`config.mk`:
```
export PLATFORM = sky130hd
export DESIGN_NAME = front_panel_port
export DESIGN_NICKNAME = d
export VERILOG_FILES = /design/src/logic/useq_pkg.sv /design/src/logic/front_panel_port.sv
export SDC_FILE = /design/constraint.sdc
export NUM_CORES = 1
export LEC_CHECK = 0
export BUFFER_PORTS_ARGS = -buffer_cell sky130_fd_sc_hd__clkbuf_2
export CAP_MARGIN = 30
export CELL_PAD_IN_SITES_DETAIL_PLACEMENT = 2
export CELL_PAD_IN_SITES_GLOBAL_PLACEMENT = 2
export CORE_MARGIN = 4
export CORE_UTILIZATION = 18
export DETAILED_ROUTE_END_ITERATION = 6
export PLACE_DENSITY = 0.85
export SLEW_MARGIN = 25
export SYNTH_ARGS = -nofsm -noshare
export SYNTH_HDL_FRONTEND = slang
export SYNTH_SLANG_ARGS = --single-unit
```
`constraint.sdc`:
```
create_clock -name clk -period 2.6 [get_ports clk]
set_clock_uncertainty 0.15 [all_clocks]
set_input_delay 0.26 -clock clk [delete_from_list [all_inputs] [get_ports clk]]
set_output_delay 0.26 -clock clk [all_outputs]
set_load 0.005 [all_outputs]
```
`src/logic/useq_pkg.sv`:
```
/*
 * microcode sequencer shared definitions
 * field widths, front panel register map, micro-address layout
 * and the control word seen both as decoded fields and as
 * front panel byte lanes
 */
`default_nettype none

package useq_pkg;

   // widths fixed by the micro-address and control word layouts
   localparam int uaddr_w    = 18;
   localparam int ucontrol_w = 24;
   localparam int upc_w      = 4;

   // fetch is still running while upc sits below this step
   localparam logic [upc_w-1:0] fetch_upc = 4'd2;

   // wishbone geometry, word addressed
   localparam int wb_adr_w = 3;
   localparam int wb_dat_w = 32;

   // front panel register map
   localparam logic [wb_adr_w-1:0] reg_load_addr = 3'd0;
   localparam logic [wb_adr_w-1:0] reg_load_data = 3'd1;
   localparam logic [wb_adr_w-1:0] reg_uaddr     = 3'd2;
   localparam logic [wb_adr_w-1:0] reg_ucontrol  = 3'd3;
   localparam logic [wb_adr_w-1:0] reg_status    = 3'd4;

   // micro-address vector, msb first
   typedef struct packed {
      logic       rst_hold;
      logic       irq_suc;
      logic [8:0] ir_hi;
      logic       cond_in;
      logic [1:0] idx;
      logic [3:0] upc;
   } uaddr_t;

   // micro-control vector, msb first
   typedef struct packed {
      logic       uend;
      logic       wen;
      logic       rd;
      logic       io;
      logic       mem;
      logic [3:0] action;
      logic [4:0] cond;
      logic [4:0] waddr;
      logic [4:0] raddr;
   } ucontrol_fields_t;

   // same word as three panel lanes, lane 0 holds bits 7..0
   typedef union packed {
      ucontrol_fields_t  fields;
      logic [2:0][7:0]   lane;
   } ucontrol_t;

   // bus transaction strobes, active high
   typedef struct packed {
      logic mem;
      logic io;
      logic rd;
      logic wen;
   } bus_strobes_t;

endpackage

`default_nettype wire

```
`src/logic/front_panel_port.sv`:
```
/*
 * front panel port
 * wishbone classic slave that loads microcode through an
 * auto-incrementing pointer and reads back the live micro-address,
 * control word and fetch/halt state
 */
`timescale 1ns/1ps
`default_nettype none

module front_panel_port import useq_pkg::*; (
   input  logic                clk,
   input  logic                arst_n,
   input  logic                wb_cyc,
   input  logic                wb_stb,
   input  logic                wb_we,
   input  logic [wb_adr_w-1:0] wb_adr,
   input  logic [wb_dat_w-1:0] wb_dat_i,
   output logic [wb_dat_w-1:0] wb_dat_o,
   output logic                wb_ack,
   output logic                we_store,
   output logic [uaddr_w-1:0]  store_addr,
   output ucontrol_t           store_data,
   input  uaddr_t              uaddr,
   input  ucontrol_t           ucontrol,
   input  logic                fetch,
   input  logic                halted
);

   logic               req;
   logic               wr;
   logic [uaddr_w-1:0] load_ptr;

   ////////////////////////////////////////////////////////////////////////////
   // handshake and load pointer
   ////////////////////////////////////////////////////////////////////////////

   // new request, ack not yet given
   assign req = wb_cyc & wb_stb & ~wb_ack;
   assign wr  = req & wb_we;

   always_ff @(posedge clk or negedge arst_n) begin
      if (!arst_n) begin
         wb_ack   <= 1'b0;
         load_ptr <= '0;
      end else begin
         // single cycle ack
         wb_ack <= req;
         if (wr && wb_adr == reg_load_addr) begin
            load_ptr <= wb_dat_i[uaddr_w-1:0];
         end else if (wr && wb_adr == reg_load_data) begin
            // step to the next word after each store
            load_ptr <= load_ptr + 1'b1;
         end
      end
   end

   // store write lands on the same edge that raises ack
   assign we_store   = wr && (wb_adr == reg_load_data);
   assign store_addr = load_ptr;

   // incoming word split into panel lanes
   always_comb begin
      store_data.lane[0] = wb_dat_i[7:0];
      store_data.lane[1] = wb_dat_i[15:8];
      store_data.lane[2] = wb_dat_i[23:16];
   end

   ////////////////////////////////////////////////////////////////////////////
   // readback
   ////////////////////////////////////////////////////////////////////////////

   always_comb begin
      case (wb_adr)
         reg_load_addr: wb_dat_o = {{(wb_dat_w-uaddr_w){1'b0}}, load_ptr};
         reg_uaddr:     wb_dat_o = {{(wb_dat_w-uaddr_w){1'b0}}, uaddr};
         // lanes 2..0, top byte zero
         reg_ucontrol:  wb_dat_o = {8'h00, ucontrol.lane[2], ucontrol.lane[1],
                                    ucontrol.lane[0]};
         reg_status:    wb_dat_o = {{(wb_dat_w-2){1'b0}}, halted, fetch};
         // load data is write-only
         default:       wb_dat_o = '0;
      endcase
   end

endmodule

`default_nettype wire

```
==> results.txt, run 1 <==
----------------------------------------------------
[Global route]
  First-pass GRT wire length ... 13,800 um
  Vias in the first global route ... 2,635
  Overall routing resource usage ... 13.5%
  Largest net degree at the start of global routing ... 20
  Initial antenna violation count ... 0
  GR Layer Usage met3 ... 2.46%
  Leftover overflow at the end of global routing ... 0
  Met2 Track Usage GR ... 24.4%
  Busiest grt layer ... met2
  Met1 track demand over resource ... 16.6%

[Run]
  Maximum capacitance violations ... 0

[Worst setup path]
  Setup crit end kind ... register
  Required arrival time at the worst endpoint ... 2.63 ns
  WS Path Type ... reg2reg
  Beginning of the worst register-to-register path ... wb_ack
  Register-to-Register Setup Slack ... 0.34 ns
  Cells on worst reg2reg path ... 4
  Type of element launching the critical path ... register
  Worst setup path startpoint ... wb_ack
  End of the worst register-to-register path ... store_addr[12]
  Critical path fanouts, max ... 9
  Endpoint of the worst setup timing path ... store_addr[12]
  Endpoint arrival time on the critical path ... 2.29 ns

[Finish]
  Final design area excluding fillers ... 2590 sq um
  Post-layout util ... 25.1%
  Layout cells sized above 1 ... 40.2%
  Combined flip-flop and latch cell area ... 475 sq um
  Layout Area Growth over Synthesis ... 36.4%
  # nets final ... 452
  Filler Cell Count ... 1,246
  Total area of multi-input combinational cells ... 1150 sq um
  ANT cells ... 0

[Synthesis]
  Syn_area_per_cell ... 7.34 sq um
  Post-synthesis instance area ... 1900 sq um
  Area share of the leading cell type in the synthesized netlist ... 25.0%
  Most instantiated cells after synthesis ... 47 x sky130_fd_sc_hd__nor2_1, 32 x sky130_fd_sc_hd__buf_4, 21 x sky130_fd_sc_hd__a21oi_1, 21 x sky130_fd_sc_hd__nand2_1
  Largest cells by area after synthesis ... sky130_fd_sc_hd__dfrtp_1 25%, sky130_fd_sc_hd__buf_4 13%, sky130_fd_sc_hd__mux2i_1 10%
  Synthesized netlist cell count ... 259
  Number of warnings issued by yosys ... 0
  Post-synthesis sequential area ratio ... 25.0%
  Number of flops mapped to enable cells by yosys ... 0
  Top cell type by total area after synthesis ... sky130_fd_sc_hd__dfrtp_1
  Dominant synthesized flop cell ... sky130_fd_sc_hd__dfrtp_1
  Dominant cell by count in the synthesized netlist ... sky130_fd_sc_hd__nor2_1
  Fraction of registers with async set or reset after synthesis ... 100%
  Distinct cell type count after synthesis ... 41
  Number of storage elements in the synthesis netlist ... 19

[STA]
  Shortest period the worst path allows ... 2.26 ns
  Crit path setup slack, layout ... 0.341 ns
  Final hold violation count ... 0
  Slew @ Worst Pin ... 0.689 ns
  Number of max-slew violations in the final report ... 0
  Setup TNS after final layout ... 0 ns
  Worst hold slack after final layout ... 0.0630 ns
  Slew headroom ... 53.9%
  Maximum clock rate ... 0.443 GHz
  Final setup fails ... 0
  Unrepaired setup endpoints after global routing ... false
  Ratio of final minimum period to clock period ... 86.9%

[CTS]
  Root buffer selected by CTS ... sky130_fd_sc_hd__clkbuf_8
  Quantity of gates resized following cts ... 0
  Number of H-tree levels ... 1
  Largest buffer count on any clock path ... 2
  Worst skew pair latency ... 0.26 ns
  Post-CTS Repair Setup Buffers ... 0
  Register clock-pin slew on the reported worst setup and hold paths ... 0.09 ns
  # hold bufs at CTS ... 1
  Clock tree from TritonCTS ... done
  Number of clock buffers inserted by TritonCTS ... 3
  Clock net sink count ... 19

[Place]
  Total cell area at the placement stage ... 2540 sq um
  Final weighted congestion in routability-driven placement ... 0.854
  Post-DP HPWL ... 7200 um
  Setup slack at placement ... 0.330 ns
  Port-buffer cells ... 131

[Drt]
  Vias per std cell ... 4.64
  Iteration-0 DRC Markers ... 58
  Count of unresolved DRC violations after routing ... 0
  Vias post-DR ... 2,327
  Antenna Nets Post-Route ... 0
  Total wire length after detailed routing ... 8570 um
  Post-detailed-route wirelength per cell ... 17.1 um
  1st-pass router iterations ... 4

[Die]
  I/O Pins ... 160
  Horizontal die dimension ... 111 um
  Height of the die ... 111 um
  Core footprint ... 10,300 sq um
  Standard-cell row count ... 37
  Floorplan die area ... 12,300 sq um
  Effective utilization at floorplan ... 18.4%

[Min path]
  Class of the most critical hold timing path ... in2reg

[Power]
  Leakage power total ... 0.00130 uW
  Worst IR drop on VDD ... 158 uV
  Power density over the cells ... 447 nW/um^2

[Outcome]
  Run status ... finished, final reports clean

----------------------------------------------------
## where the power goes
group | switching, uW | leakage (uW) | internal (uW)
logic | 221 | 0.00104 | 217
registers | 138 | 0.000239 | 361
clock network | 114 | 0.0000228 | 109
total | 473 | 0.00130 | 686
## cell usage in the layout, fill, tap and decap left out, types with 3 or more instances in the layout
master,count
sky130_fd_sc_hd__a211oi_1,3
sky130_fd_sc_hd__a21oi_1,21
sky130_fd_sc_hd__a31oi_1,5
sky130_fd_sc_hd__and2_1,8
sky130_fd_sc_hd__and3_1,3
sky130_fd_sc_hd__buf_4,11
sky130_fd_sc_hd__clkbuf_2,131
sky130_fd_sc_hd__clkbuf_8,3
sky130_fd_sc_hd__conb_1,8
sky130_fd_sc_hd__dfrtp_1,19
sky130_fd_sc_hd__mux2i_1,19
sky130_fd_sc_hd__nand2_1,21
sky130_fd_sc_hd__nand3_1,10
sky130_fd_sc_hd__nand4_1,5
sky130_fd_sc_hd__nor2_1,47
sky130_fd_sc_hd__nor4_1,3
sky130_fd_sc_hd__o21ai_0,8
sky130_fd_sc_hd__o31ai_1,4
sky130_fd_sc_hd__or4_1,6
## through the flow
stage / total power (uW) / instances
after detailed placement: 954 / 497
after global routing: 1260 / 502
after CTS: 1180 / 502
after global placement: 930 / 497
final: 1160 / 502
after floorplan: 700 / 266
## how the worst min path moves through the flow
stage	end	start	cells past startpoint
after detailed placement	wb_ack	arst_n	1
after CTS	wb_ack	wb_stb	3
after floorplan	store_addr[0]	arst_n	0
after global routing	wb_ack	wb_stb	3
after global placement	wb_ack	arst_n	1
final	wb_ack	wb_stb	3
## flip-flops by register name, summed over array words and instances (netlist names)
register    cells
store_addr     18
wb_ack          1
## worst max-delay path, stage by stage, from the launching register on
cell                      delay (ns)
sky130_fd_sc_hd__dfrtp_1        0.41
sky130_fd_sc_hd__and4b_1        0.51
sky130_fd_sc_hd__nand4_1        0.35
sky130_fd_sc_hd__or4_1          0.59
sky130_fd_sc_hd__a31oi_1        0.17
## layer usage
metal	up-vias	routed length, um	part of all wire (%)
met4	0	66	0.77
met3	7	552	6.4
met2	107	4150	48
met5	-	0	0
met1	1117	3800	44
li1	1096	-	-
## cells by family after synthesis
| kind of cell | Yosys count | share of synthesized area (%) |
|---|---|---|
| xor gates and xnor gates | 3 | 1.38 |
| other | 1 | 0.197 |
| muxes | 19 | 10.0 |
| AOI/OAI and AO/OA | 50 | 16.0 |
| buffers and inverters | 48 | 15.9 |
| and+or+nand+nor | 118 | 30.9 |
| DFF | 19 | 25.0 |
| adders and majority gates | 1 | 0.658 |
## layout make-up
| cell class | instances | share of cell area (%) |
|---|---|---|
| Timing Repair Buffer | 143 | 28.9 |
| Inverter | 1 | 0.145 |
| Multi-Input combinational cell | 199 | 44.4 |
| Sequential cell | 19 | 18.3 |
| Clock buffer | 4 | 1.74 |
| Tap cell | 136 | 6.56 |
Note: power is estimated with default switching activity, not from simulation.
==> run 2, diff against run 1 <==
--- a/config.mk
+++ b/config.mk
@@ -10,9 +10,11 @@
 export CELL_PAD_IN_SITES_DETAIL_PLACEMENT = 2
 export CELL_PAD_IN_SITES_GLOBAL_PLACEMENT = 2
 export CORE_MARGIN = 4
-export CORE_UTILIZATION = 18
+export CORE_UTILIZATION = 19
+export CTS_BUF_LIST = sky130_fd_sc_hd__clkbuf_4
 export DETAILED_ROUTE_END_ITERATION = 6
-export PLACE_DENSITY = 0.85
+export MAX_ROUTING_LAYER = met4
+export PLACE_DENSITY = 0.89
 export SLEW_MARGIN = 25
 export SYNTH_ARGS = -nofsm -noshare
 export SYNTH_HDL_FRONTEND = slang
==> results.txt, run 2 (synthesized netlist as in run 1, its figures left out) <==
----------------------------------------------------
[Worst setup path]
  Worst path bufs/invs ... 0 (unchanged)
  Required arrival time at the worst endpoint ... 2.70 ns (was 2.63 ns)
  Type of element launching the critical path ... register (unchanged)
  Critical path fanouts, max ... 4 (was 9)
  Endpoint arrival time on the critical path ... 2.32 ns (was 2.29 ns)
  Highest cell delay on the worst timing path ... 0.60 ns (was 0.59 ns)
  Setup crit end kind ... register (unchanged)
  Kind of cell adding the most delay to the critical path ... simple AND/OR/NAND/NOR gates (unchanged)
  Critical Path, Cell by Cell ... nand4b_1 -> or4_4 -> or4_1 -> a31oi_1 (was and4b_1 -> nand4_1 -> or4_1 -> a31oi_1)
  Slowest CP cell ... sky130_fd_sc_hd__or4_4 (was sky130_fd_sc_hd__or4_1)
  WS Path Type ... reg2reg (unchanged)

[Place]
  Final weighted congestion in routability-driven placement ... 0.829 (was 0.854)
  Cell total after placement ... 490 (was 497)
  Total cell area at the placement stage ... 2500 sq um (was 2540 sq um)
  Port-buffer cells ... 131 (unchanged)
  Post-DP HPWL ... 7280 um (was 7200 um)

[CTS]
  Quantity of gates resized following cts ... 0 (unchanged)
  Largest buffer count on any clock path ... 2 (unchanged)
  Register clock-pin slew on the reported worst setup and hold paths ... 0.13 ns (was 0.09 ns)
  Number of H-tree levels ... 1 (unchanged)
  Number of clock buffers inserted by TritonCTS ... 3 (unchanged)
  Clock tree from TritonCTS ... done (unchanged)
  Worst skew pair latency ... 0.31 ns (was 0.26 ns)
  Root buffer selected by CTS ... sky130_fd_sc_hd__clkbuf_4 (was sky130_fd_sc_hd__clkbuf_8)
  Clock net sink count ... 19 (unchanged)

[Drt]
  1st-pass router iterations ... 4 (unchanged)
  Post-detailed-route wirelength per cell ... 17.5 um (was 17.1 um)
  Routed length on met3 ... 786 um (was 552 um)
  Top routing layer in use ... met4 (unchanged)
  Met1 routed wirelength after detailed routing ... 3660 um (was 3800 um)
  Total wire length after detailed routing ... 8670 um (was 8570 um)
  Vias post-DR ... 2,337 (was 2,327)
  Vias per std cell ... 4.72 (was 4.64)
  Count of unresolved DRC violations after routing ... 0 (unchanged)
  Met2 wirelength from detailed routing ... 4140 um (was 4150 um)
  Iteration-0 DRC Markers ... 93 (was 58)
  Antenna Nets Post-Route ... 0 (unchanged)

[STA]
  Slew @ Worst Pin ... 0.635 ns (was 0.689 ns)
  Setup TNS after final layout ... 0 ns (unchanged)
  Final hold violation count ... 0 (unchanged)
  Number of max-slew violations in the final report ... 0 (unchanged)
  Unrepaired setup endpoints after global routing ... false (unchanged)
  Final setup fails ... 0 (unchanged)
  Ratio of final minimum period to clock period ... 85.3% (was 86.9%)
  Maximum clock rate ... 0.451 GHz (was 0.443 GHz)
  Slew headroom ... 57.6% (was 53.9%)
  Shortest period the worst path allows ... 2.22 ns (was 2.26 ns)

[Finish]
  Number of flip-flops under the largest register name ... 18 (unchanged)
  Most common cell after layout, fill and taps aside ... sky130_fd_sc_hd__clkbuf_2 (unchanged)
  ANT cells ... 0 (unchanged)
  Final design area excluding fillers ... 2540 sq um (was 2590 sq um)
  Most frequent cells in the layout ... 131 x sky130_fd_sc_hd__clkbuf_2, 47 x sky130_fd_sc_hd__nor2_1, 21 x sky130_fd_sc_hd__a21oi_1, 21 x sky130_fd_sc_hd__nand2_1 (unchanged)
  Layout cells sized above 1 ... 39.8% (was 40.2%)
  Post-layout instance count excluding filler cells ... 495 (was 502)
  Layout Area Growth over Synthesis ... 33.7% (was 36.4%)
  Post-layout util ... 26.0% (was 25.1%)
  Filler Cell Count ... 1,218 (was 1,246)
  # nets final ... 448 (was 452)

[Power]
  Final total power ... 1100 uW (was 1160 uW)
  Worst IR drop on VDD ... 110 uV (was 158 uV)
  Clock Power Share ... 15.1% (was 19.2%)
  Relative contribution of combinational cells to total power ... 39.6% (was 37.8%)
  Switching part of the total power ... 42.6% (was 40.8%)
  Internal Dissipation ... 630 uW (was 686 uW)
  Power density over the cells ... 432 nW/um^2 (was 447 nW/um^2)
  Sw power ... 468 uW (was 473 uW)
  Leakage power total ... 0.00128 uW (was 0.00130 uW)
  Fraction of power consumed by sequential logic ... 45.3% (was 43.0%)

[Outcome]
  Run status ... finished, final reports clean (unchanged)

[Die]
  Standard-cell row count ... 36 (was 37)
  Horizontal die dimension ... 108 um (was 111 um)
  Floorplan die area ... 11,700 sq um (was 12,300 sq um)
  Effective utilization at floorplan ... 19.4% (was 18.4%)
  Height of the die ... 108 um (was 111 um)
  I/O Pins ... 160 (unchanged)
  Core footprint ... 9770 sq um (was 10,300 sq um)

[Global route]
  Largest net degree at the start of global routing ... 23 (was 20)
  Initial antenna violation count ... 0 (unchanged)
  Leftover overflow at the end of global routing ... 0 (unchanged)
  Vias in the first global route ... 2,578 (was 2,635)
  Overall routing resource usage ... 14.7% (was 13.5%)
  First-pass GRT wire length ... 13,500 um (was 13,800 um)

[Min path]
  Class of the most critical hold timing path ... in2reg (unchanged)

[Run]
  Maximum capacitance violations ... 0 (unchanged)

----------------------------------------------------
[run 2: cell count changes in the layout (fill, tap and decap cells not counted)]
| cell | previous run | this run |
|---|---|---|
| sky130_fd_sc_hd__buf_4 | 11 | 7 |
| sky130_fd_sc_hd__clkbuf_4 | 0 | 3 |
| sky130_fd_sc_hd__clkbuf_8 | 3 | 0 |
| sky130_fd_sc_hd__clkinv_2 | 0 | 1 |
| sky130_fd_sc_hd__clkbuf_1 | 1 | 0 |
[run 2: power groups by stage]
stage          registers [uW]  logic (uW)  clock network (uW)
3_5_place_dp              503         444                   0
6_report                  498         435                 166
2_1_floorplan             455         246                   0
5_1_grt                   514         496                 186
4_1_cts                   495         448                 177
3_3_place_gp              497         419                   0
[run 2: worst reg2reg max path, cell delays in order, from the launching register on]
cell	delay (ns)
sky130_fd_sc_hd__dfrtp_1	0.43
sky130_fd_sc_hd__nand4b_1	0.28
sky130_fd_sc_hd__or4_4	0.61
sky130_fd_sc_hd__or4_1	0.52
sky130_fd_sc_hd__a31oi_1	0.17
[run 2: per-layer routing]
metal | vias to the layer above | global-route usage [%]
met3 | 6 | 3.16
met4 | 0 | 3.25
li1 | 1096 | -
met1 | 1122 | 16.7
met2 | 113 | 26.5
met5 | - | -
[run 2: what timing repair did]
item,4_1_cts,5_1_grt
hold endpoints to repair,19,0
hold buffers,1,0
setup buffers,0,0
[run 2: path summary, 6_finish.rpt]
kind / from / end / slack, ns / cells after the start
max reg2reg: wb_ack / store_addr[17] / 0.38 / 4
max: wb_ack / store_addr[17] / 0.38 / 4
min in group asynchronous: arst_n / store_addr[6] / 0.29 / 2
min reg2reg: wb_ack / wb_ack / 0.33 / 1
min: wb_stb / wb_ack / 0.01 / 3
max in group asynchronous: arst_n / store_addr[9] / 1.65 / 2
[run 2: area by class of cell]
type / instances / area (sq um) / share of cell area, %
clock buffers: 3 / 22.5 / 0.886
clock inverters: 1 / 5.00 / 0.197
inverters: 1 / 3.75 / 0.148
multi-input cells: 199 / 1150 / 45.2
flip-flops and latches: 19 / 475 / 18.7
well taps: 133 / 166 / 6.55
repair buffers: 139 / 718 / 28.3
[run 2: metrics by stage]
stage	worst slack (ns)	hold WS [ns]
after floorplan	0.408	-0.186
after global placement	0.370	0.101
after detailed placement	0.325	0.118
after CTS	0.364	0.000778
after global routing	0.206	0.0114
final	0.381	0.0101
==> run 3, diff against run 2 <==
--- a/config.mk
+++ b/config.mk
@@ -6,7 +6,7 @@
 export NUM_CORES = 1
 export LEC_CHECK = 0
 export BUFFER_PORTS_ARGS = -buffer_cell sky130_fd_sc_hd__clkbuf_2
-export CAP_MARGIN = 30
+export CAP_MARGIN = 20
 export CELL_PAD_IN_SITES_DETAIL_PLACEMENT = 2
 export CELL_PAD_IN_SITES_GLOBAL_PLACEMENT = 2
 export CORE_MARGIN = 4
@@ -15,6 +15,7 @@
 export DETAILED_ROUTE_END_ITERATION = 6
 export MAX_ROUTING_LAYER = met4
 export PLACE_DENSITY = 0.89
+export RECOVER_POWER = 50
 export SLEW_MARGIN = 25
 export SYNTH_ARGS = -nofsm -noshare
 export SYNTH_HDL_FRONTEND = slang
==> results.txt, run 3 (synthesized netlist as in run 1, its figures left out) <==
----------------------------------------------------
[STA]
  Number of max-slew violations in the final report ... 0 (unchanged)
  Setup TNS after final layout ... 0 ns (unchanged)
  Unrepaired setup endpoints after global routing ... false (unchanged)
  Slew @ Worst Pin ... 1.14 ns (was 0.635 ns)
  Shortest period the worst path allows ... 2.23 ns (was 2.22 ns)
  Maximum clock rate ... 0.449 GHz (was 0.451 GHz)
  Ratio of final minimum period to clock period ... 85.6% (was 85.3%)
  Final setup fails ... 0 (unchanged)
  Final hold violation count ... 0 (unchanged)
  Slew headroom ... 24.3% (was 57.6%)

[Drt]
  1st-pass router iterations ... 4 (unchanged)
  Total wire length after detailed routing ... 8700 um (was 8670 um)
  Antenna Nets Post-Route ... 0 (unchanged)
  Vias per std cell ... 4.76 (was 4.72)
  Count of unresolved DRC violations after routing ... 0 (unchanged)
  Vias post-DR ... 2,355 (was 2,337)
  Iteration-0 DRC Markers ... 94 (was 93)
  Post-detailed-route wirelength per cell ... 17.6 um (was 17.5 um)

[Worst setup path]
  Slowest CP cell ... sky130_fd_sc_hd__or4_4 (unchanged)
  End of the worst register-to-register path ... store_addr[17] (unchanged)
  Type of element launching the critical path ... register (unchanged)
  Endpoint of the worst setup timing path ... store_addr[17] (unchanged)
  Worst path bufs/invs ... 0 (unchanged)
  Critical path fanouts, max ... 4 (unchanged)
  Kind of cell adding the most delay to the critical path ... simple AND/OR/NAND/NOR gates (unchanged)
  Required arrival time at the worst endpoint ... 2.70 ns (about the same)
  Worst setup path startpoint ... wb_ack (unchanged)
  Highest cell delay on the worst timing path ... 0.61 ns (was 0.60 ns)
  Stages on the worst setup path ... 4 (unchanged)
  Cells on worst reg2reg path ... 4 (unchanged)
  WS Path Type ... reg2reg (unchanged)
  Endpoint arrival time on the critical path ... 2.33 ns (was 2.32 ns)
  Setup crit end kind ... register (unchanged)
  Register-to-Register Setup Slack ... 0.37 ns (was 0.38 ns)
  Critical Path, Cell by Cell ... nand4b_1 -> or4_4 -> or4_1 -> a31oi_1 (unchanged)
  Beginning of the worst register-to-register path ... wb_ack (unchanged)

[Place]
  Port-buffer cells ... 131 (unchanged)
  Final weighted congestion in routability-driven placement ... 0.829 (unchanged)
  Total cell area at the placement stage ... 2500 sq um (unchanged)
  Cell total after placement ... 490 (unchanged)
  Post-DP HPWL ... 7280 um (unchanged)

[Min path]
  Class of the most critical hold timing path ... in2reg (unchanged)

[Global route]
  Leftover overflow at the end of global routing ... 0 (unchanged)
  Overall routing resource usage ... 14.7% (unchanged)
  First-pass GRT wire length ... 13,500 um (unchanged)
  Largest net degree at the start of global routing ... 23 (unchanged)
  Initial antenna violation count ... 0 (unchanged)
  Vias in the first global route ... 2,578 (unchanged)

[Run]
  Maximum capacitance violations ... 0 (unchanged)

[Die]
  Effective utilization at floorplan ... 19.4% (unchanged)
  Horizontal die dimension ... 108 um (unchanged)
  Height of the die ... 108 um (unchanged)
  I/O Pins ... 160 (unchanged)
  Standard-cell row count ... 36 (unchanged)
  Floorplan die area ... 11,700 sq um (unchanged)
  Core footprint ... 9770 sq um (unchanged)

[CTS]
  Root buffer selected by CTS ... sky130_fd_sc_hd__clkbuf_4 (unchanged)
  Number of H-tree levels ... 1 (unchanged)
  Register clock-pin slew on the reported worst setup and hold paths ... 0.13 ns (about the same)
  Worst skew pair latency ... 0.31 ns (about the same)
  Clock tree from TritonCTS ... done (unchanged)
  Largest buffer count on any clock path ... 2 (unchanged)
  Number of clock buffers inserted by TritonCTS ... 3 (unchanged)
  Clock net sink count ... 19 (unchanged)

[Power]
  Leakage power total ... 0.00120 uW (was 0.00128 uW)
  Worst IR drop on VDD ... 110 uV (about the same)
  Power density over the cells ... 435 nW/um^2 (was 432 nW/um^2)

[Finish]
  Post-layout instance count excluding filler cells ... 495 (unchanged)
  Layout Area Growth over Synthesis ... 32.0% (was 33.7%)
  Final design area excluding fillers ... 2510 sq um (was 2540 sq um)
  # nets final ... 448 (unchanged)
  Combined flip-flop and latch cell area ... 475 sq um (unchanged)
  Number of flip-flops under the largest register name ... 18 (unchanged)
  ANT cells ... 0 (unchanged)
  Filler Cell Count ... 1,228 (was 1,218)
  Most common cell after layout, fill and taps aside ... sky130_fd_sc_hd__clkbuf_2 (unchanged)
  Total area of multi-input combinational cells ... 1150 sq um (unchanged)
  Layout cells sized above 1 ... 32.6% (was 39.8%)
  Most frequent cells in the layout ... 105 x sky130_fd_sc_hd__clkbuf_2, 47 x sky130_fd_sc_hd__nor2_1, 25 x sky130_fd_sc_hd__clkbuf_1, 21 x sky130_fd_sc_hd__a21oi_1, 21 x sky130_fd_sc_hd__nand2_1 (was 131 x sky130_fd_sc_hd__clkbuf_2, 47 x sky130_fd_sc_hd__nor2_1, 21 x sky130_fd_sc_hd__a21oi_1, 21 x sky130_fd_sc_hd__nand2_1)

[Outcome]
  Run status ... finished, final reports clean (unchanged)

----------------------------------------------------
[run 3: report_power, final]
group          internal (uW)  leakage (uW)  switching, uW
Sequential               360      0.000239            137
Clock                   57.5     0.0000177            110
Combinational            203      0.000944            222
Total                    621       0.00120            470
[run 3: tightest hold or removal path, stage by stage]
cell and delay (ns):
sky130_fd_sc_hd__clkbuf_2 0.10, sky130_fd_sc_hd__nand2_1 0.06, sky130_fd_sc_hd__nor2_1 0.04
[run 3: repair_timing]
action                                 in CTS  in global routing
buffers inserted                            0                  0
endpoints found under the hold margin      19                  0
resized for setup                           0                  0
hold buffers                                1                  0
[run 3: metal layers]
| layer | vias to the layer above | routed length [um] | global-route usage [%] |
|---|---|---|---|
| li1 | 1096 | - | - |
| met1 | 1139 | 3680 | 16.7 |
| met2 | 112 | 4160 | 26.5 |
| met3 | 8 | 778 | 3.16 |
| met4 | 0 | 87 | 3.25 |
| met5 | - | 0 | - |
[run 3: how the worst min path moves through the flow]
| stage | from | end | slack [ns] | cells past startpoint |
|---|---|---|---|---|
| after floorplan | arst_n | store_addr[0] | -0.19 | 0 |
| after global placement | arst_n | store_addr[7] | 0.10 | 1 |
| after CTS | wb_stb | wb_ack | 0.0008 | 3 |
| final | wb_stb | wb_ack | 0.01 | 3 |
| after detailed placement | arst_n | store_addr[15] | 0.12 | 1 |
| after global routing | wb_stb | wb_ack | 0.01 | 3 |
[run 3: per-stage QoR]
step	power, uW	setup WS, ns	util [%]	hold WS (ns)
after floorplan	700	0.408	-	-0.186
after global placement	916	0.370	25.6	0.101
after detailed placement	947	0.325	25.6	0.118
after CTS	1120	0.364	26.0	0.000778
after global routing	1190	0.206	25.7	0.0114
final	1090	0.374	25.7	0.0116
[run 3: cell type report]
| cell class | instances | share of cell area [%] |
|---|---|---|
| well taps | 133 | 6.63 |
| multi-input cells | 199 | 45.8 |
| clock buffers | 3 | 0.898 |
| clock inverters | 1 | 0.200 |
| flip-flops and latches | 19 | 19.0 |
| repair buffers | 139 | 27.3 |
| inverters | 1 | 0.150 |
